--- src/timetag_consts.svh ---
`ifndef TIMETAG_CONSTS_SVH
`define TIMETAG_CONSTS_SVH

`define TT_HWVERSION        32'h0001_0003
// 25 MHz system clock
`define TT_CLOCKRATE        32'd25_000_000

`define TT_REG_VERSION      16'h0001
`define TT_REG_CLOCKRATE    16'h0002
`define TT_REG_STROBE_MASK  16'h0003
`define TT_REG_REC_COUNT    16'h0006
`define TT_REG_REC_LOST     16'h0007

`define TT_REC_FIFO_DEPTH   8
`define TT_REPLY_FIFO_DEPTH 8

`endif

--- src/timetag_pkg.sv ---
package timetag_pkg;

	// One tagged event, 48 bits, lost flag on top
	typedef struct packed {
		logic        lost;
		logic [3:0]  strobes;
		logic [3:0]  delta;
		logic [38:0] timestamp;
	} record_t;

	// Reply byte to the host with its end mark
	typedef struct packed {
		logic [7:0] data;
		logic       last;
	} reply_t;

	// Single-cycle register access
	typedef struct packed {
		logic        wr;
		logic        rd;
		logic [15:0] addr;
		logic [31:0] wdata;
	} reg_req_t;

	// First byte of every host command
	typedef enum logic [7:0] {
		CMD_READ  = 8'h01,
		CMD_WRITE = 8'h02
	} cmd_op_e;

endpackage
--- src/record_serializer.sv ---
`timescale 1ns/1ps

module record_serializer
	import timetag_pkg::*;
(
	input  logic       clk,
	input  logic       arst_n,
	input  logic       rec_empty,
	input  record_t    rec_in,
	output logic       rec_pop,
	output logic       data_rdy,
	output logic [7:0] data,
	input  logic       data_ack
);

	typedef enum logic [1:0] {
		ST_FETCH,
		ST_LOAD,
		ST_SEND
	} state_t;

	state_t      state;
	logic [2:0]  byte_idx;
	logic [47:0] hold;

	assign rec_pop  = (state == ST_FETCH) && !rec_empty;
	assign data_rdy = (state == ST_SEND);
	assign data     = hold[47:40];

	always_ff @(posedge clk or negedge arst_n)
	begin
		if (!arst_n)
		begin
			state    <= ST_FETCH;
			byte_idx <= 3'd0;
		end
		else
		begin
			case (state)
				ST_FETCH:
					if (!rec_empty)
						state <= ST_LOAD;
				ST_LOAD:
				begin
					byte_idx <= 3'd0;
					state    <= ST_SEND;
				end
				ST_SEND:
					if (data_ack)
					begin
						byte_idx <= byte_idx + 3'd1;
						// Sixth byte taken
						if (byte_idx == 3'd5)
							state <= ST_FETCH;
					end
				default:
					state <= ST_FETCH;
			endcase
		end
	end

	always_ff @(posedge clk)
	begin
		if (rec_pop)
			hold <= rec_in;
		else if (data_rdy && data_ack)
			hold <= {hold[39:0], 8'h00};
	end

endmodule

--- src/reg_bank.sv ---
`timescale 1ns/1ps
`include "timetag_consts.svh"

module reg_bank
	import timetag_pkg::*;
(
	input  logic        clk,
	input  logic        arst_n,
	input  reg_req_t    reg_req,
	output logic [31:0] rd_data,
	output logic [3:0]  strobe_mask,
	input  logic        rec_accepted,
	input  logic        rec_dropped
);

	// Index 0 counts accepted records, index 1 dropped ones
	localparam logic [15:0] CNT_ADDR [2] = '{`TT_REG_REC_COUNT, `TT_REG_REC_LOST};

	logic [31:0] cnt [2];
	logic [1:0]  cnt_inc;

	assign cnt_inc = {rec_dropped, rec_accepted};

	always_ff @(posedge clk or negedge arst_n)
	begin
		if (!arst_n)
			strobe_mask <= 4'hF;
		else if (reg_req.wr && reg_req.addr == `TT_REG_STROBE_MASK)
			strobe_mask <= reg_req.wdata[3:0];
	end

	// Saturating, any write clears
	always_ff @(posedge clk or negedge arst_n)
	begin
		if (!arst_n)
		begin
			for (int i = 0; i < 2; i++)
				cnt[i] <= '0;
		end
		else
		begin
			for (int i = 0; i < 2; i++)
			begin
				if (reg_req.wr && reg_req.addr == CNT_ADDR[i])
					cnt[i] <= '0;
				else if (cnt_inc[i] && cnt[i] != '1)
					cnt[i] <= cnt[i] + 32'd1;
			end
		end
	end

	always_comb
	begin
		rd_data = '0;
		if (reg_req.rd)
		begin
			case (reg_req.addr)
				`TT_REG_VERSION:     rd_data = `TT_HWVERSION;
				`TT_REG_CLOCKRATE:   rd_data = `TT_CLOCKRATE;
				`TT_REG_STROBE_MASK: rd_data = {28'd0, strobe_mask};
				`TT_REG_REC_COUNT:   rd_data = cnt[0];
				`TT_REG_REC_LOST:    rd_data = cnt[1];
				default:             rd_data = '0;
			endcase
		end
	end

endmodule

--- src/reg_manager.sv ---
`timescale 1ns/1ps

module reg_manager
	import timetag_pkg::*;
(
	input  logic        clk,
	input  logic        arst_n,
	input  logic        cmd_wr,
	input  logic [7:0]  cmd_in,
	output reg_req_t    reg_req,
	input  logic [31:0] rd_data,
	output logic        reply_push,
	output reply_t      reply_item,
	input  logic        reply_room
);

	typedef enum logic [2:0] {
		ST_IDLE,
		ST_ADDR_HI,
		ST_ADDR_LO,
		ST_DATA,
		ST_ISSUE,
		ST_REPLY
	} state_t;

	state_t      state;
	logic        is_write;
	logic [1:0]  byte_cnt;
	logic [15:0] addr_sr;
	logic [31:0] data_sr;
	logic        issue_go;

	// A read holds off until the reply FIFO can take all four bytes
	assign issue_go = (state == ST_ISSUE) && (is_write || reply_room);

	always_comb
	begin
		reg_req.wr    = issue_go && is_write;
		reg_req.rd    = issue_go && !is_write;
		reg_req.addr  = addr_sr;
		reg_req.wdata = data_sr;
	end

	assign reply_push      = (state == ST_REPLY);
	assign reply_item.data = data_sr[31:24];
	assign reply_item.last = (byte_cnt == 2'd3);

	always_ff @(posedge clk or negedge arst_n)
	begin
		if (!arst_n)
		begin
			state    <= ST_IDLE;
			is_write <= 1'b0;
			byte_cnt <= 2'd0;
		end
		else
		begin
			case (state)
				ST_IDLE:
					if (cmd_wr)
					begin
						case (cmd_op_e'(cmd_in))
							CMD_READ:
							begin
								is_write <= 1'b0;
								state    <= ST_ADDR_HI;
							end
							CMD_WRITE:
							begin
								is_write <= 1'b1;
								state    <= ST_ADDR_HI;
							end
							default:
								state <= ST_IDLE;
						endcase
					end
				ST_ADDR_HI:
					if (cmd_wr)
						state <= ST_ADDR_LO;
				ST_ADDR_LO:
					if (cmd_wr)
					begin
						byte_cnt <= 2'd0;
						state    <= is_write ? ST_DATA : ST_ISSUE;
					end
				ST_DATA:
					if (cmd_wr)
					begin
						byte_cnt <= byte_cnt + 2'd1;
						if (byte_cnt == 2'd3)
							state <= ST_ISSUE;
					end
				ST_ISSUE:
					if (issue_go)
					begin
						byte_cnt <= 2'd0;
						state    <= is_write ? ST_IDLE : ST_REPLY;
					end
				ST_REPLY:
				begin
					byte_cnt <= byte_cnt + 2'd1;
					if (byte_cnt == 2'd3)
						state <= ST_IDLE;
				end
				default:
					state <= ST_IDLE;
			endcase
		end
	end

	// Address and data shifters, MSB first; data_sr also carries the read reply
	always_ff @(posedge clk)
	begin
		if (cmd_wr && (state == ST_ADDR_HI || state == ST_ADDR_LO))
			addr_sr <= {addr_sr[7:0], cmd_in};
		if (cmd_wr && state == ST_DATA)
			data_sr <= {data_sr[23:0], cmd_in};
		else if (issue_go && !is_write)
			data_sr <= rd_data;
		else if (state == ST_REPLY)
			data_sr <= {data_sr[23:0], 8'h00};
	end

endmodule

--- src/sync_fifo.sv ---
`timescale 1ns/1ps

module sync_fifo #(
	parameter type payload_t = logic [7:0],
	parameter int  DEPTH     = 8
) (
	input  logic                   clk,
	input  logic                   arst_n,
	input  logic                   push,
	input  payload_t               din,
	output logic                   full,
	input  logic                   pop,
	output payload_t               dout,
	output logic                   empty,
	output logic [$clog2(DEPTH):0] count
);

	localparam int AW = $clog2(DEPTH);

	payload_t      mem [DEPTH];
	logic [AW-1:0] wr_ptr;
	logic [AW-1:0] rd_ptr;
	logic          do_push;
	logic          do_pop;

	assign do_push = push && !full;
	assign do_pop  = pop && !empty;
	assign full    = (count == DEPTH);
	assign empty   = (count == '0);
	// Show-ahead, head always on dout
	assign dout    = mem[rd_ptr];

	always_ff @(posedge clk)
	begin
		if (do_push)
			mem[wr_ptr] <= din;
	end

	always_ff @(posedge clk or negedge arst_n)
	begin
		if (!arst_n)
		begin
			wr_ptr <= '0;
			rd_ptr <= '0;
			count  <= '0;
		end
		else
		begin
			if (do_push)
				wr_ptr <= wr_ptr + 1'b1;
			if (do_pop)
				rd_ptr <= rd_ptr + 1'b1;
			case ({do_push, do_pop})
				2'b10: count <= count + 1'b1;
				2'b01: count <= count - 1'b1;
				default: count <= count;
			endcase
		end
	end

endmodule

--- src/tag_timer.sv ---
`timescale 1ns/1ps

module tag_timer
	import timetag_pkg::*;
(
	input  logic       clk,
	input  logic       arst_n,
	input  logic [3:0] strobe_in,
	input  logic [3:0] delta_in,
	input  logic [3:0] strobe_mask,
	output logic       rec_valid,
	output record_t    rec
);

	logic [38:0] timestamp;
	logic [3:0]  strobe_q;
	logic [3:0]  strobe_prev;
	logic [3:0]  delta_q;
	logic [3:0]  rise;
	logic        det_valid;
	logic [3:0]  det_strobes;
	logic [3:0]  det_delta;
	logic [38:0] det_stamp;

	assign rise = strobe_q & ~strobe_prev & strobe_mask;

	always_ff @(posedge clk or negedge arst_n)
	begin
		if (!arst_n)
		begin
			timestamp   <= '0;
			strobe_q    <= 4'd0;
			strobe_prev <= 4'd0;
			det_valid   <= 1'b0;
			rec_valid   <= 1'b0;
		end
		else
		begin
			// Free running, wraps
			timestamp   <= timestamp + 39'd1;
			strobe_q    <= strobe_in;
			strobe_prev <= strobe_q;
			det_valid   <= |rise;
			rec_valid   <= det_valid;
		end
	end

	// Delta sampled together with the strobes
	always_ff @(posedge clk)
	begin
		delta_q     <= delta_in;
		det_strobes <= rise;
		det_delta   <= delta_q;
		det_stamp   <= timestamp;
	end

	always_ff @(posedge clk)
	begin
		rec.lost      <= 1'b0;
		rec.strobes   <= det_strobes;
		rec.delta     <= det_delta;
		rec.timestamp <= det_stamp;
	end

endmodule

--- src/timetag.sv ---
`timescale 1ns/1ps
`include "timetag_consts.svh"

module timetag
	import timetag_pkg::*;
(
	input  logic       clk,
	input  logic       arst_n,
	input  logic       cmd_wr,
	input  logic [7:0] cmd_in,
	output logic       reply_rdy,
	output logic [7:0] reply,
	input  logic       reply_ack,
	output logic       reply_end,
	output logic       data_rdy,
	output logic [7:0] data,
	input  logic       data_ack,
	input  logic [3:0] strobe_in,
	input  logic [3:0] delta_in
);

	reg_req_t    reg_req;
	logic [31:0] rd_data;
	logic [3:0]  strobe_mask;

	logic        reply_push;
	reply_t      reply_item;
	reply_t      reply_head;
	logic        reply_empty;
	logic        reply_room;
	logic [$clog2(`TT_REPLY_FIFO_DEPTH):0] reply_count;

	logic        rec_valid;
	record_t     rec_raw;
	record_t     rec_tagged;
	record_t     rec_head;
	logic        rec_full;
	logic        rec_empty;
	logic        rec_pop;
	logic        rec_accept;
	logic        rec_drop;
	logic        lost_flag;

	reg_manager u_reg_manager (
		.clk        (clk),
		.arst_n     (arst_n),
		.cmd_wr     (cmd_wr),
		.cmd_in     (cmd_in),
		.reg_req    (reg_req),
		.rd_data    (rd_data),
		.reply_push (reply_push),
		.reply_item (reply_item),
		.reply_room (reply_room)
	);

	reg_bank u_reg_bank (
		.clk          (clk),
		.arst_n       (arst_n),
		.reg_req      (reg_req),
		.rd_data      (rd_data),
		.strobe_mask  (strobe_mask),
		.rec_accepted (rec_accept),
		.rec_dropped  (rec_drop)
	);

	// Room for a whole four-byte reply
	assign reply_room = (reply_count <= `TT_REPLY_FIFO_DEPTH - 4);

	sync_fifo #(
		.payload_t (reply_t),
		.DEPTH     (`TT_REPLY_FIFO_DEPTH)
	) u_reply_fifo (
		.clk    (clk),
		.arst_n (arst_n),
		.push   (reply_push),
		.din    (reply_item),
		.full   (),
		.pop    (reply_ack),
		.dout   (reply_head),
		.empty  (reply_empty),
		.count  (reply_count)
	);

	assign reply_rdy = !reply_empty;
	assign reply     = reply_head.data;
	assign reply_end = !reply_empty && reply_head.last;

	tag_timer u_tag_timer (
		.clk         (clk),
		.arst_n      (arst_n),
		.strobe_in   (strobe_in),
		.delta_in    (delta_in),
		.strobe_mask (strobe_mask),
		.rec_valid   (rec_valid),
		.rec         (rec_raw)
	);

	assign rec_accept = rec_valid && !rec_full;
	assign rec_drop   = rec_valid && rec_full;

	always_comb
	begin
		rec_tagged      = rec_raw;
		rec_tagged.lost = lost_flag;
	end

	// Set by a drop, cleared once a record gets through carrying it
	always_ff @(posedge clk or negedge arst_n)
	begin
		if (!arst_n)
			lost_flag <= 1'b0;
		else if (rec_drop)
			lost_flag <= 1'b1;
		else if (rec_accept)
			lost_flag <= 1'b0;
	end

	sync_fifo #(
		.payload_t (record_t),
		.DEPTH     (`TT_REC_FIFO_DEPTH)
	) u_rec_fifo (
		.clk    (clk),
		.arst_n (arst_n),
		.push   (rec_accept),
		.din    (rec_tagged),
		.full   (rec_full),
		.pop    (rec_pop),
		.dout   (rec_head),
		.empty  (rec_empty),
		.count  ()
	);

	record_serializer u_record_serializer (
		.clk       (clk),
		.arst_n    (arst_n),
		.rec_empty (rec_empty),
		.rec_in    (rec_head),
		.rec_pop   (rec_pop),
		.data_rdy  (data_rdy),
		.data      (data),
		.data_ack  (data_ack)
	);

endmodule

--- config.mk ---
export PLATFORM = sky130hd
export DESIGN_NAME = timetag
export DESIGN_NICKNAME = d
export VERILOG_FILES = /design/src/timetag_pkg.sv /design/src/record_serializer.sv /design/src/reg_bank.sv /design/src/reg_manager.sv /design/src/sync_fifo.sv /design/src/tag_timer.sv /design/src/timetag.sv
export VERILOG_INCLUDE_DIRS = /design/src
export SDC_FILE = /design/constraint.sdc
export NUM_CORES = 1
export LEC_CHECK = 0
export BUFFER_PORTS_ARGS = -buffer_cell sky130_fd_sc_hd__clkbuf_2
export CAP_MARGIN = 20
export CORE_MARGIN = 2
export CORE_UTILIZATION = 39
export DETAILED_ROUTE_END_ITERATION = 6
export PLACE_DENSITY = 0.53
export REMOVE_ABC_BUFFERS = 1
export SLEW_MARGIN = 5
export SYNTH_ARGS = -nofsm -noshare
export SYNTH_HDL_FRONTEND = slang
export SYNTH_SLANG_ARGS = --single-unit
--- constraint.sdc ---
create_clock -name clk -period 6.4 [get_ports clk]
set_clock_uncertainty 0.2 [all_clocks]
set_input_delay 0 -clock clk [delete_from_list [all_inputs] [get_ports clk]]
set_output_delay 0 -clock clk [all_outputs]
set_load 0.02 [all_outputs]
==> results of run 1 <==
-- worst max path at each step --
| stage | cells past startpoint | endpoint | slack, ps |
|---|---|---|---|
| final | 10 | u_rec_fifo.count[3] | 3100 |
| after floorplan | 4 | u_rec_fifo.mem[0][0] | 90 |
| after CTS | 10 | u_rec_fifo.count[3] | 3080 |
| after global routing | 10 | u_rec_fifo.count[3] | 2850 |
| after global placement | 5 | u_reg_manager.data_sr[22] | 2990 |
| after detailed placement | 10 | u_rec_fifo.count[3] | 3090 |
-- metrics by stage --
stage / std cells / utilization, %
after floorplan: 1788 / -
after global placement: 2893 / 41.3
after detailed placement: 2894 / 41.3
after CTS: 3091 / 45.5
after global routing: 3095 / 45.5
final: 3095 / 45.5
-- layer usage --
layer	track usage [%]	vias up
li1	-	7519
met1	21.7	8461
met2	27.5	282
met3	2.47	99
met4	4.09	0
met5	0	-
-- flip-flops by register name, indices dropped and copies added (netlist names), 3 cells and up --
signal                        flops
u_rec_fifo.mem                  384
u_reg_manager.state               3
u_rec_fifo.count                  4
u_record_serializer.hold         48
u_reg_bank.cnt                   64
u_tag_timer.rec                  47
u_reply_fifo.wr_ptr               3
u_tag_timer.strobe_prev           4
u_reply_fifo.rd_ptr               3
u_tag_timer.strobe_q              4
u_record_serializer.byte_idx      3
u_tag_timer.det_strobes           4
u_reply_fifo.count                4
u_rec_fifo.rd_ptr                 3
u_tag_timer.timestamp            39
u_tag_timer.det_stamp            39
u_rec_fifo.wr_ptr                 3
u_reg_bank.strobe_mask            4
u_tag_timer.det_delta             4
u_reply_fifo.mem                 72
u_reg_manager.data_sr            32
u_tag_timer.delta_q               4
u_reg_manager.addr_sr            16
-- worst max-delay path: stages, from the launching register on --
cell     delay, ps
dfrtp_1        450
or4b_4         600
and2_2         270
inv_1          360
ha_1           290
ha_1           240
a21o_2         210
a21oi_1        200
xnor2_1        150
nor2_1          70
xor2_1         140
-- power by group --
| part | total [mW] | leakage [nW] | internal [mW] | switching, mW |
|---|---|---|---|---|
| combinational | 0.895 | 2.85 | 0.391 | 0.504 |
| sequential | 5.90 | 8.38 | 5.72 | 0.177 |
| clock | 4.87 | 1.38 | 2.88 | 1.99 |
-- cell families (layout without fill, tap and decap cells) --
family          Yosys count  after routing  share of synthesized area (%)
buf+inv                 118            296                           1.64
mux                     185            185                           10.7
xor+xnor                 62             62                           1.77
flops                   799            799                           72.5
compound gates          259            259                           5.09
fa+ha+maj                18             18                          0.782
simple gates            436            436                           7.44
-- layout by cell type, fill, tap and decap left out, types with 42 or more instances in the layout --
master	count
clkbuf_16	86
nor2_1	68
mux2i_1	54
edfxtp_1	552
o21ai_0	99
xnor2_1	42
dfrtp_1	142
mux4_2	114
nand2_1	116
nand3_1	52
a21oi_1	80
dfxtp_1	98
-- final cells by class --
| class | count | area, um2 | area share, % |
|---|---|---|---|
| clock inverter | 36 | 402 | 1.13 |
| timing repair buffer | 109 | 863 | 2.44 |
| multi-input combinational | 960 | 8020 | 22.7 |
| clock buffer | 122 | 2410 | 6.80 |
| inverter | 29 | 109 | 0.308 |
| tap | 1040 | 1300 | 3.68 |
| sequential | 799 | 22300 | 63.0 |
-- timing repair --
action                                  in CTS  in global routing
hold buffers                                39                  0
buffers inserted                             0                  0
hold endpoints to repair                   151                  0
endpoints found under the setup margin       0                  0
==> flow_summary.html, run 1 <==
<table>
<tr><th>Metric</th><th>Value</th></tr>
<tr><th colspan="2">Power</th></tr>
<tr><td>Worst voltage drop across the vdd grid</td><td>0.203 mV</td></tr>
<tr><td>Total power divided by cell area</td><td>329 nW/um2</td></tr>
<tr><td>Leakage component of the power</td><td>12.6 nW</td></tr>
<tr><td>Total power consumption of the routed design</td><td>11.7 mW</td></tr>
<tr><th colspan="2">Worst setup path</th></tr>
<tr><td>Critical path data arrival time</td><td>3610 ps</td></tr>
<tr><td>Worst Path Class, Setup</td><td>reg -&gt; reg</td></tr>
<tr><td>Largest fanout of any net on the critical path</td><td>12</td></tr>
<tr><td>Critical path required time</td><td>6710 ps</td></tr>
<tr><td>Launch point of the worst reg-to-reg path</td><td>u_rec_fifo.count[0]</td></tr>
<tr><td>Kind of capture point of the worst setup path</td><td>register</td></tr>
<tr><td>Register-to-register path setup slack</td><td>3100 ps</td></tr>
<tr><td>Source of the critical timing path</td><td>u_rec_fifo.count[0]</td></tr>
<tr><td>R2R cell count</td><td>10</td></tr>
<tr><td>Critical R2R Capture</td><td>u_rec_fifo.count[3]</td></tr>
<tr><td>Critical Path Source Type</td><td>register</td></tr>
<tr><th colspan="2">Placement</th></tr>
<tr><td>Final weighted congestion of routability-driven global placement</td><td>0.825</td></tr>
<tr><td>Dpl ws</td><td>3090 ps</td></tr>
<tr><td>Half-perimeter wire length after placement</td><td>36.5 mm</td></tr>
<tr><td>IO buf count</td><td>39</td></tr>
<tr><td>Instance area at placement</td><td>32100 um2</td></tr>
<tr><th colspan="2">Clock tree</th></tr>
<tr><td>Maximum buffer depth of the clock tree</td><td>3</td></tr>
<tr><td>Cell at the root of the clock tree</td><td>clkbuf_16</td></tr>
<tr><td>Register clock-pin slew on the reported worst setup and hold paths</td><td>60 ps</td></tr>
<tr><td>Clock buffers created by TritonCTS</td><td>85</td></tr>
<tr><td>Post-cts sizing count</td><td>0</td></tr>
<tr><td>CTS tree</td><td>done</td></tr>
<tr><td>Clock insertion delay at the later pin of the skew report</td><td>630 ps</td></tr>
<tr><td>Number of H-tree branching levels</td><td>3</td></tr>
<tr><td>Sinks on the clock net</td><td>799</td></tr>
<tr><th colspan="2">Synthesis</th></tr>
<tr><td>Netlist cell types</td><td>69</td></tr>
<tr><td>Number of warning messages in the yosys log</td><td>0</td></tr>
<tr><td>Largest area contributor in the synthesized netlist</td><td>edfxtp_1</td></tr>
<tr><td>Mapped Avg Cell Area</td><td>16.4 um2</td></tr>
<tr><td>Synthesized netlist cell count</td><td>1877</td></tr>
<tr><td>Portion of the post-synthesis area used by sequential elements</td><td>72.5%</td></tr>
<tr><td>Share of Yosys cell area claimed by the top area cell type</td><td>54.0%</td></tr>
<tr><td>Post-synthesis sequential element count</td><td>799</td></tr>
<tr><td>Cells taking the most area after synthesis</td><td>edfxtp_1 54%, dfrtp_1 12%, mux4_2 8.4%</td></tr>
<tr><td>Most frequent cell after synthesis</td><td>edfxtp_1</td></tr>
<tr><td>Fraction of registers with async set or reset after synthesis</td><td>18.6%</td></tr>
<tr><td>Post-synthesis instance area</td><td>30700 um2</td></tr>
<tr><td>List of most frequent post-synthesis cells</td><td>552 x edfxtp_1, 145 x dfrtp_1, 117 x nand2_1</td></tr>
<tr><td>Most used flip-flop cell after synthesis</td><td>edfxtp_1</td></tr>
<tr><td>EDFF count, synth</td><td>552</td></tr>
<tr><th colspan="2">Drt</th></tr>
<tr><td>Highest routing layer actually used</td><td>met4</td></tr>
<tr><td>Pre-Repair DR Iteration Count</td><td>5</td></tr>
<tr><td>Routed met2 length</td><td>32.1 mm</td></tr>
<tr><td>Overall routed net length</td><td>64.4 mm</td></tr>
<tr><td>Routed Antenna Nets</td><td>0</td></tr>
<tr><td>Per-cell routed wire length</td><td>20.8 um</td></tr>
<tr><td>Met3 wire length</td><td>2.14 mm</td></tr>
<tr><td>Number of vias in the routed layout</td><td>16400</td></tr>
<tr><td>Drt drc</td><td>0</td></tr>
<tr><td>First-iteration detailed-routing DRC count</td><td>996</td></tr>
<tr><td>Vias per Instance</td><td>5.29</td></tr>
<tr><td>DRT met1 WL</td><td>28.9 mm</td></tr>
<tr><th colspan="2">Final layout</th></tr>
<tr><td>Fraction of final layout cells with drive strength greater than 1</td><td>17.8%</td></tr>
<tr><td># nets final</td><td>2023</td></tr>
<tr><td>Signed area change from the synthesized netlist to the final layout</td><td>15.2%</td></tr>
<tr><td>Post-route cell area</td><td>35400 um2</td></tr>
<tr><td>Fill cells</td><td>6676</td></tr>
<tr><td>Count of antenna diodes in the layout</td><td>0</td></tr>
<tr><th colspan="2">GRT</th></tr>
<tr><td>Antenna violations before repair</td><td>0</td></tr>
<tr><td>Global-route congestion overflow total</td><td>0</td></tr>
<tr><td>Vias in the first global route</td><td>17200</td></tr>
<tr><td>First-pass GRT wire length</td><td>101 mm</td></tr>
<tr><td>Maximum number of pins on one net before global-route repair</td><td>91</td></tr>
<tr><td>Tot GR Track Use</td><td>16.1%</td></tr>
<tr><th colspan="2">Timing</th></tr>
<tr><td>RSZ-0062 raised after global routing</td><td>false</td></tr>
<tr><td>Worst setup slack after layout</td><td>3100 ps</td></tr>
<tr><td>Share of the cycle needed by the critical path after routing</td><td>51.5%</td></tr>
<tr><td>Actual slew at the worst max-slew pin</td><td>1060 ps</td></tr>
<tr><td>Final setup TNS</td><td>0 ps</td></tr>
<tr><td>Total of endpoints with negative setup slack in the final report</td><td>0</td></tr>
<tr><td>Maximum operating frequency</td><td>303 MHz</td></tr>
<tr><td>Relative max-transition margin</td><td>29.3%</td></tr>
<tr><td>Count of final max-slew check failures</td><td>0</td></tr>
<tr><td>Final critical delay including setup and external delays</td><td>3300 ps</td></tr>
<tr><td>Final Hold Fails</td><td>0</td></tr>
<tr><td>Worst slack on hold paths</td><td>65.1 ps</td></tr>
<tr><th colspan="2">Worst hold path</th></tr>
<tr><td>Hold depth</td><td>4</td></tr>
<tr><td>Hold Startpoint</td><td>cmd_in[5]</td></tr>
<tr><td>Min-Delay Path Class</td><td>in -&gt; reg</td></tr>
<tr><td>Worst min-delay path endpoint</td><td>u_reg_manager.data_sr[5]</td></tr>
<tr><th colspan="2">Die</th></tr>
<tr><td>Full die area</td><td>81000 um2</td></tr>
<tr><td>Width of the die</td><td>285 um</td></tr>
<tr><td>Starting density of the core</td><td>39.5%</td></tr>
<tr><td>Count of boundary I/O pins</td><td>40</td></tr>
<tr><td>Core Box Area</td><td>77700 um2</td></tr>
<tr><td>Die Ht</td><td>285 um</td></tr>
<tr><td>Placement Rows</td><td>102</td></tr>
<tr><th colspan="2">Run status</th></tr>
<tr><td>Run status</td><td>completed</td></tr>
<tr><th colspan="2">Job</th></tr>
<tr><td>Max-cap check violation count</td><td>0</td></tr>
</table>
Power figures use the tool's default switching activity.
==> run 2: changes to the inputs <==
Settings changed: PLACE_DENSITY 0.53 to 0.51.
Clock period 6.4 ns to 3.35 ns, I/O delays scaled along.
==> run 2 against run 1 <==
  * Via count grew 0.20%
  * Critical path depth is the same
  * Utilization rose by 0.63 points
  * Total power increased by 93%
  * Cell count increased by 1.1%
  * Wire length grew 1.4%
  * First-iteration DRC count is 9.8% higher
  * Largest power group unchanged
==> flow_summary.html, run 2 (synthesis results as in run 1) <==
<table>
<tr><th>Metric</th><th>Value</th></tr>
<tr><th colspan="2">Die</th></tr>
<tr><td>Starting density of the core</td><td>39.5% (unchanged)</td></tr>
<tr><td>Count of boundary I/O pins</td><td>40 (unchanged)</td></tr>
<tr><td>Full die area</td><td>81000 um2 (unchanged)</td></tr>
<tr><td>Core Box Area</td><td>77700 um2 (unchanged)</td></tr>
<tr><td>Width of the die</td><td>285 um (unchanged)</td></tr>
<tr><td>Placement Rows</td><td>102 (unchanged)</td></tr>
<tr><td>Die Ht</td><td>285 um (unchanged)</td></tr>
<tr><th colspan="2">Drt</th></tr>
<tr><td>Per-cell routed wire length</td><td>20.9 um (+0.32%)</td></tr>
<tr><td>Overall routed net length</td><td>65.3 mm (+1.4%)</td></tr>
<tr><td>Routed Antenna Nets</td><td>0 (unchanged)</td></tr>
<tr><td>Drt drc</td><td>0 (unchanged)</td></tr>
<tr><td>Vias per Instance</td><td>5.24 (-0.89%)</td></tr>
<tr><td>Pre-Repair DR Iteration Count</td><td>5 (unchanged)</td></tr>
<tr><td>First-iteration detailed-routing DRC count</td><td>1094 (+9.8%)</td></tr>
<tr><td>Number of vias in the routed layout</td><td>16400 (+0.20%)</td></tr>
<tr><th colspan="2">Clock tree</th></tr>
<tr><td>Maximum buffer depth of the clock tree</td><td>3 (unchanged)</td></tr>
<tr><td>Clock insertion delay at the later pin of the skew report</td><td>630 ps (about the same)</td></tr>
<tr><td>Number of H-tree branching levels</td><td>3 (unchanged)</td></tr>
<tr><td>Clock buffers created by TritonCTS</td><td>86 (+1.2%)</td></tr>
<tr><td>Register clock-pin slew on the reported worst setup and hold paths</td><td>60 ps (about the same)</td></tr>
<tr><td>CTS tree</td><td>done</td></tr>
<tr><td>Sinks on the clock net</td><td>799 (unchanged)</td></tr>
<tr><td>Cell at the root of the clock tree</td><td>clkbuf_16</td></tr>
<tr><td>Post CTS Setup Buffer Count</td><td>0 (unchanged)</td></tr>
<tr><th colspan="2">Power</th></tr>
<tr><td>Relative contribution of sequential cells to total power</td><td>49.8% (-0.8 points)</td></tr>
<tr><td>Total power divided by cell area</td><td>629 nW/um2 (+91%)</td></tr>
<tr><td>Total power consumption of the routed design</td><td>22.6 mW (+93%)</td></tr>
<tr><td>Design internal power</td><td>17.3 mW (+93%)</td></tr>
<tr><td>Switching fraction of total power</td><td>23.1% (+0.20 points)</td></tr>
<tr><td>Worst voltage drop across the vdd grid</td><td>0.391 mV (+92%)</td></tr>
<tr><td>Power share of the clock group</td><td>42.2% (+0.5 points)</td></tr>
<tr><td>Switching power summed over all nets</td><td>5.21 mW (+95%)</td></tr>
<tr><td>Logic pwr share</td><td>8.0% (+0.3 points)</td></tr>
<tr><td>Leakage component of the power</td><td>12.9 nW (+1.9%)</td></tr>
<tr><th colspan="2">GRT</th></tr>
<tr><td>First-pass GRT wire length</td><td>102 mm (+0.32%)</td></tr>
<tr><td>Vias in the first global route</td><td>17200 (-0.26%)</td></tr>
<tr><td>Antenna violations before repair</td><td>0 (unchanged)</td></tr>
<tr><td>Maximum number of pins on one net before global-route repair</td><td>93 (+2.2%)</td></tr>
<tr><td>Tot GR Track Use</td><td>16.3% (+0.15 points)</td></tr>
<tr><td>Global-route congestion overflow total</td><td>0 (unchanged)</td></tr>
<tr><th colspan="2">Worst setup path</th></tr>
<tr><td>Largest fanout of any net on the critical path</td><td>6 (-6)</td></tr>
<tr><td>Worst Path Class, Setup</td><td>reg -&gt; reg</td></tr>
<tr><td>Slowest cell on crit path</td><td>or4b_4</td></tr>
<tr><td>Number of buffers and inverters on the critical path</td><td>1 (unchanged)</td></tr>
<tr><td>Kind of capture point of the worst setup path</td><td>register</td></tr>
<tr><td>Critical path data arrival time</td><td>3250 ps (-360 ps)</td></tr>
<tr><td>Peak per-stage delay on the critical path</td><td>600 ps (about the same)</td></tr>
<tr><td>Source of the critical timing path</td><td>u_rec_fifo.count[0]</td></tr>
<tr><td>Critical path required time</td><td>3660 ps (-3050 ps)</td></tr>
<tr><td>Critical Path Source Type</td><td>register</td></tr>
<tr><td>CP top delay family</td><td>simple AND/OR/NAND/NOR gates</td></tr>
<tr><td>Most frequent CP cell</td><td>ha_1</td></tr>
<tr><td>Launch point of the worst reg-to-reg path</td><td>u_rec_fifo.count[0]</td></tr>
<tr><td>Cell Chain, Critical Path</td><td>or4b_4 &gt; and2_2 &gt; inv_1 &gt; ha_1 &gt; ha_1 &gt; a21o_2 &gt; a21oi_1 &gt; xnor2_1 &gt; nor2_1 &gt; xor2_1</td></tr>
<tr><th colspan="2">Placement</th></tr>
<tr><td>Final weighted congestion of routability-driven global placement</td><td>0.810 (-1.8%)</td></tr>
<tr><td>Instance area at placement</td><td>32600 um2 (+1.4%)</td></tr>
<tr><td>Half-perimeter wire length after placement</td><td>38.6 mm (+5.8%)</td></tr>
<tr><td>IO buf count</td><td>39 (unchanged)</td></tr>
<tr><td>Dpl ws</td><td>427 ps (-2670 ps)</td></tr>
<tr><th colspan="2">Timing</th></tr>
<tr><td>Actual slew at the worst max-slew pin</td><td>1060 ps (+0.729 ps)</td></tr>
<tr><td>RSZ-0062 raised after global routing</td><td>false</td></tr>
<tr><td>Final Hold Fails</td><td>0 (unchanged)</td></tr>
<tr><td>Maximum operating frequency</td><td>340 MHz (+12%)</td></tr>
<tr><td>Worst slack on hold paths</td><td>51.7 ps (-13.4 ps)</td></tr>
<tr><td>Worst setup slack after layout</td><td>412 ps (-2690 ps)</td></tr>
<tr><td>Final critical delay including setup and external delays</td><td>2940 ps (-360 ps)</td></tr>
<tr><td>Count of final max-slew check failures</td><td>0 (unchanged)</td></tr>
<tr><td>Relative max-transition margin</td><td>29.3% (+0.044 points)</td></tr>
<tr><td>Total of endpoints with negative setup slack in the final report</td><td>0 (unchanged)</td></tr>
<tr><td>Share of the cycle needed by the critical path after routing</td><td>87.7% (+36 points)</td></tr>
<tr><th colspan="2">Worst hold path</th></tr>
<tr><td>Min-Delay Path Class</td><td>in -&gt; reg</td></tr>
<tr><td>Hold Startpoint</td><td>cmd_wr</td></tr>
<tr><th colspan="2">Final layout</th></tr>
<tr><td># nets final</td><td>2056 (+1.6%)</td></tr>
<tr><td>Max reg flops</td><td>384 (unchanged)</td></tr>
<tr><td>Most frequent standard cell in the layout excluding fill and tap cells</td><td>edfxtp_1</td></tr>
<tr><td>Registers with the most flip-flops</td><td>u_rec_fifo.mem: 384 flops, u_reply_fifo.mem: 72 flops, u_reg_bank.cnt: 64 flops</td></tr>
<tr><td>Post-route cell area</td><td>35900 um2 (+1.4%)</td></tr>
<tr><td>Final core occ</td><td>46.2% (+0.63 points)</td></tr>
<tr><td>Most frequent cells in the layout</td><td>552 x edfxtp_1, 142 x dfrtp_1, 116 x nand2_1</td></tr>
<tr><td>Top register by number of flip-flops</td><td>u_rec_fifo.mem</td></tr>
<tr><td>Signed area change from the synthesized netlist to the final layout</td><td>16.8%</td></tr>
<tr><td>Count of antenna diodes in the layout</td><td>0 (unchanged)</td></tr>
<tr><td>Fraction of final layout cells with drive strength greater than 1</td><td>19.5% (+1.7 points)</td></tr>
<tr><th colspan="2">Run status</th></tr>
<tr><td>Run status</td><td>completed</td></tr>
<tr><th colspan="2">Job</th></tr>
<tr><td>Max-cap check violation count</td><td>0 (unchanged)</td></tr>
</table>
==> run 2: cell types whose count changed in the layout (fill, tap and decap cells not counted), sizes merged <==
cell and delta:
buf +32, clkinvlp +3, clkinv +4, clkbuf -5
==> run 2: layout make-up <==
class                   instances  area (um2)
clock buffers                 117        2440
clock inverters                43         458
fillers                      6741       41800
inverters                      29         109
multi-input cells             960        8010
flip-flops and latches        799       22300
well taps                    1040        1300
repair buffers                141        1270
==> run 2: repair_timing <==
| action | in CTS | in global routing |
|---|---|---|
| hold buffers | 39 | 0 |
| gates resized for setup | 0 | 0 |
| endpoints found under the hold margin | 250 | 0 |
==> run 2: path summary, 6_finish.rpt <==
| check | end | slack (ps) | cells past startpoint |
|---|---|---|---|
| worst max register to register | u_rec_fifo.count[3] | 410 | 10 |
| worst max-delay path | u_rec_fifo.count[3] | 410 | 10 |
| worst min-delay path | u_reg_manager.state[1] | 50 | 4 |
| worst min register to register | u_tag_timer.rec[7] | 100 | 0 |
| min in group asynchronous | u_record_serializer.state[1] | 340 | 4 |
| max in group asynchronous | u_rec_fifo.rd_ptr[0] | 2240 | 4 |
==> run 2: stage by stage <==
step	cells	TNS, ps
final	3129	0
after global routing	3129	0
after CTS	3129	0
after detailed placement	2930	0
after global placement	2930	0
after floorplan	1788	-630580
==> run 2: worst reg2reg max path, stage by stage, from the launching register on <==
cell and delay [ps]:
dfrtp_1 430, or4b_4 600, and2_2 280, inv_1 90, ha_1 190, ha_1 240
a21o_2 210, a21oi_1 200, xnor2_1 150, nor2_1 80, xor2_1 150
==> run 2: routing by layer <==
layer / track usage (%) / vias up / wire [um]
li1: - / 7594 / -
met4: 4.59 / 0 / 1550
met1: 21.7 / 8397 / 29100
met5: 0 / - / 0
met2: 27.5 / 300 / 32200
met3: 2.84 / 102 / 2420
==> run 2: power by group through the flow <==
| stage | clock network, mW | logic [mW] | registers, mW |
|---|---|---|---|
| floorplan | 0 | 1.12 | 11.4 |
| global placement | 0 | 1.78 | 11.4 |
| detailed placement | 0 | 1.82 | 11.4 |
| CTS | 9.77 | 1.87 | 11.2 |
| global route | 10.1 | 2.02 | 11.3 |
| finish | 9.51 | 1.81 | 11.2 |
==> run 3: changes to the inputs <==
Settings changed: BUFFER_PORTS_ARGS -buffer_cell sky130_fd_sc_hd__clkbuf_2 to -buffer_cell sky130_fd_sc_hd__buf_2.
==> run 3 against run 2 <==
  * Clock-buffer cell count is 5 higher
  * Register-to-register slack got worse by 40 ps
  * Die area stayed put
  * Worst hold slack improved by 4.4 ps
  * Maximum frequency down 1.5%
  * Utilization decreased by 0.17 points
  * Via count increased by 0.56%
  * Combinational power is essentially flat
  * Critical path type unchanged
  * Largest cell class unchanged
  * Largest power group unchanged
==> flow_summary.html, run 3 (synthesis results as in run 1) <==
<table>
<tr><th>Metric</th><th>Value</th></tr>
<tr><th colspan="2">Timing</th></tr>
<tr><td>Count of final max-slew check failures</td><td>0 (unchanged)</td></tr>
<tr><td>RSZ-0062 raised after global routing</td><td>false</td></tr>
<tr><td>Final Hold Fails</td><td>0 (unchanged)</td></tr>
<tr><td>Worst slack on hold paths</td><td>56.1 ps (+4.37 ps)</td></tr>
<tr><td>Maximum operating frequency</td><td>335 MHz (-1.5%)</td></tr>
<tr><td>Total of endpoints with negative setup slack in the final report</td><td>0 (unchanged)</td></tr>
<tr><td>Share of the cycle needed by the critical path after routing</td><td>89.0% (+1.3 points)</td></tr>
<tr><td>Worst setup slack after layout</td><td>369 ps (-43.4 ps)</td></tr>
<tr><td>Relative max-transition margin</td><td>29.5% (+0.20 points)</td></tr>
<tr><td>Actual slew at the worst max-slew pin</td><td>1060 ps (-0.566 ps)</td></tr>
<tr><td>Final critical delay including setup and external delays</td><td>2980 ps (+43.4 ps)</td></tr>
<tr><th colspan="2">Final layout</th></tr>
<tr><td>Registers with the most flip-flops</td><td>u_rec_fifo.mem: 384 flops, u_reply_fifo.mem: 72 flops, u_reg_bank.cnt: 64 flops</td></tr>
<tr><td>Max reg flops</td><td>384 (unchanged)</td></tr>
<tr><td># nets final</td><td>2050 (-0.29%)</td></tr>
<tr><td>Most frequent standard cell in the layout excluding fill and tap cells</td><td>edfxtp_1</td></tr>
<tr><td>Count of antenna diodes in the layout</td><td>0 (unchanged)</td></tr>
<tr><td>Signed area change from the synthesized netlist to the final layout</td><td>16.4%</td></tr>
<tr><td>Fraction of final layout cells with drive strength greater than 1</td><td>19.0% (-0.47 points)</td></tr>
<tr><td>Final core occ</td><td>46.0% (-0.17 points)</td></tr>
<tr><td>Most frequent cells in the layout</td><td>552 x edfxtp_1, 142 x dfrtp_1, 116 x nand2_1</td></tr>
<tr><td>Top register by number of flip-flops</td><td>u_rec_fifo.mem</td></tr>
<tr><th colspan="2">GRT</th></tr>
<tr><td>Global-route congestion overflow total</td><td>0 (unchanged)</td></tr>
<tr><td>Maximum number of pins on one net before global-route repair</td><td>92 (-1.1%)</td></tr>
<tr><td>Tot GR Track Use</td><td>16.4% (+0.060 points)</td></tr>
<tr><td>First-pass GRT wire length</td><td>102 mm (+0.50%)</td></tr>
<tr><td>Vias in the first global route</td><td>17400 (+1.2%)</td></tr>
<tr><td>Antenna violations before repair</td><td>0 (unchanged)</td></tr>
<tr><th colspan="2">Clock tree</th></tr>
<tr><td>Register clock-pin slew on the reported worst setup and hold paths</td><td>60 ps (about the same)</td></tr>
<tr><td>CTS tree</td><td>done</td></tr>
<tr><td>Clock buffers created by TritonCTS</td><td>84 (-2.3%)</td></tr>
<tr><td>Post CTS Setup Buffer Count</td><td>0 (unchanged)</td></tr>
<tr><td>Maximum buffer depth of the clock tree</td><td>3 (unchanged)</td></tr>
<tr><td>Sinks on the clock net</td><td>799 (unchanged)</td></tr>
<tr><td>Cell at the root of the clock tree</td><td>clkbuf_16</td></tr>
<tr><td>Number of H-tree branching levels</td><td>3 (unchanged)</td></tr>
<tr><td>Clock insertion delay at the later pin of the skew report</td><td>630 ps (about the same)</td></tr>
<tr><td>Post-cts sizing count</td><td>0 (unchanged)</td></tr>
<tr><th colspan="2">Drt</th></tr>
<tr><td>First-iteration detailed-routing DRC count</td><td>1248 (+14%)</td></tr>
<tr><td>Pre-Repair DR Iteration Count</td><td>5 (unchanged)</td></tr>
<tr><td>Number of vias in the routed layout</td><td>16500 (+0.56%)</td></tr>
<tr><td>Overall routed net length</td><td>65.4 mm (+0.11%)</td></tr>
<tr><td>Drt drc</td><td>0 (unchanged)</td></tr>
<tr><td>Vias per Instance</td><td>5.28 (+0.75%)</td></tr>
<tr><td>Per-cell routed wire length</td><td>20.9 um (+0.30%)</td></tr>
<tr><td>Routed Antenna Nets</td><td>0 (unchanged)</td></tr>
<tr><th colspan="2">Power</th></tr>
<tr><td>Design internal power</td><td>17.2 mW (-0.96%)</td></tr>
<tr><td>Worst voltage drop across the vdd grid</td><td>0.565 mV (+44%)</td></tr>
<tr><td>Relative contribution of sequential cells to total power</td><td>50.3% (+0.5 points)</td></tr>
<tr><td>Total power divided by cell area</td><td>624 nW/um2 (-0.79%)</td></tr>
<tr><td>Leakage component of the power</td><td>12.8 nW (-0.52%)</td></tr>
<tr><td>Logic pwr share</td><td>8.0% (about the same)</td></tr>
<tr><td>Power share of the clock group</td><td>41.7% (-0.5 points)</td></tr>
<tr><td>Switching power summed over all nets</td><td>5.12 mW (-1.8%)</td></tr>
<tr><td>Switching fraction of total power</td><td>23.0% (-0.15 points)</td></tr>
<tr><th colspan="2">Worst setup path</th></tr>
<tr><td>Critical path data arrival time</td><td>3280 ps (+30 ps)</td></tr>
<tr><td>Slowest cell on crit path</td><td>or4b_4</td></tr>
<tr><td>Cell Chain, Critical Path</td><td>or4b_4 &gt; and2_2 &gt; inv_1 &gt; ha_1 &gt; ha_1 &gt; a21o_2 &gt; a21oi_1 &gt; xnor2_1 &gt; nor2_1 &gt; xor2_1</td></tr>
<tr><td>Critical Path Source Type</td><td>register</td></tr>
<tr><td>Peak per-stage delay on the critical path</td><td>600 ps (about the same)</td></tr>
<tr><td>Kind of capture point of the worst setup path</td><td>register</td></tr>
<tr><td>Worst Path Class, Setup</td><td>reg -&gt; reg</td></tr>
<tr><td>CP top delay family</td><td>simple AND/OR/NAND/NOR gates</td></tr>
<tr><td>Largest fanout of any net on the critical path</td><td>6 (unchanged)</td></tr>
<tr><td>Most frequent CP cell</td><td>ha_1</td></tr>
<tr><td>Critical path required time</td><td>3650 ps (about the same)</td></tr>
<tr><td>Number of buffers and inverters on the critical path</td><td>1 (unchanged)</td></tr>
<tr><th colspan="2">Placement</th></tr>
<tr><td>Half-perimeter wire length after placement</td><td>38.0 mm (-1.6%)</td></tr>
<tr><td>Final weighted congestion of routability-driven global placement</td><td>0.801 (-1.1%)</td></tr>
<tr><td>Dpl ws</td><td>411 ps (-16.2 ps)</td></tr>
<tr><td>IO buf count</td><td>39 (unchanged)</td></tr>
<tr><th colspan="2">Job</th></tr>
<tr><td>Max-cap check violation count</td><td>0 (unchanged)</td></tr>
<tr><th colspan="2">Worst hold path</th></tr>
<tr><td>Min-Delay Path Class</td><td>in -&gt; reg</td></tr>
<tr><th colspan="2">Die</th></tr>
<tr><td>Width of the die</td><td>285 um (unchanged)</td></tr>
<tr><td>Die Ht</td><td>285 um (unchanged)</td></tr>
<tr><td>Starting density of the core</td><td>39.5% (unchanged)</td></tr>
<tr><td>Core Box Area</td><td>77700 um2 (unchanged)</td></tr>
<tr><td>Count of boundary I/O pins</td><td>40 (unchanged)</td></tr>
<tr><td>Full die area</td><td>81000 um2 (unchanged)</td></tr>
<tr><td>Placement Rows</td><td>102 (unchanged)</td></tr>
<tr><th colspan="2">Run status</th></tr>
<tr><td>Run status</td><td>completed</td></tr>
</table>
-- run 3: worst register-to-register path, delay by kind of cell, from the launching register on --
family          cells  cell delay [ps]
simple gates        3              960
flops               1              450
fa+ha+maj           2              450
compound gates      2              390
xor+xnor            2              300
buf+inv             1               90
-- run 3: path summary, 6_finish.rpt --
| check | from | end | slack, ps | cells after the start |
|---|---|---|---|---|
| min in group asynchronous | arst_n | u_reg_bank.strobe_mask[1] | 350 | 3 |
| setup reg to reg | u_rec_fifo.count[0] | u_rec_fifo.count[3] | 370 | 10 |
| hold reg to reg | u_tag_timer.det_stamp[32] | u_tag_timer.rec[32] | 120 | 0 |
| max in group asynchronous | arst_n | u_rec_fifo.rd_ptr[1] | 2150 | 4 |
| setup / recovery | u_rec_fifo.count[0] | u_rec_fifo.count[3] | 370 | 10 |
| hold / removal | cmd_wr | u_reg_manager.state[1] | 60 | 4 |
-- run 3: per-stage QoR --
stage | area [um2] | total power [mW] | instances | setup TNS, ps
floorplan | 30300 | 12.5 | 1788 | -630580
global placement | 32500 | 13.2 | 2926 | 0
detailed placement | 32500 | 13.2 | 2926 | 0
CTS | 35700 | 22.6 | 3123 | 0
global route | 35700 | 23.2 | 3123 | 0
finish | 35700 | 22.3 | 3123 | 0
-- run 3: power groups by stage --
| stage | logic, mW | registers [mW] | clock network [mW] |
|---|---|---|---|
| final | 1.79 | 11.2 | 9.29 |
| after detailed placement | 1.80 | 11.4 | 0 |
| after floorplan | 1.12 | 11.4 | 0 |
| after global routing | 2.00 | 11.3 | 9.91 |
| after global placement | 1.76 | 11.4 | 0 |
| after CTS | 1.84 | 11.2 | 9.53 |
-- run 3: metal layers --
metal | GRT usage, % | vias to the layer above | wire length (um)
met5 | 0 | - | 0
met4 | 4.42 | 0 | 1470
met3 | 2.87 | 101 | 2720
met2 | 27.4 | 352 | 32200
met1 | 22.0 | 8455 | 29000
li1 | - | 7577 | -
-- run 3: timing repair --
action | 4_1_cts | 5_1_grt
endpoints found under the hold margin | 219 | 0
setup endpoints to repair | 0 | 0
hold buffers | 39 | 0
-- run 3: layout make-up --
class | instances | area, um2
inverters | 29 | 109
flip-flops and latches | 799 | 22300
repair buffers | 137 | 1230
well taps | 1040 | 1300
fillers | 6702 | 42000
clock inverters | 36 | 382
multi-input cells | 960 | 8010
clock buffers | 122 | 2430
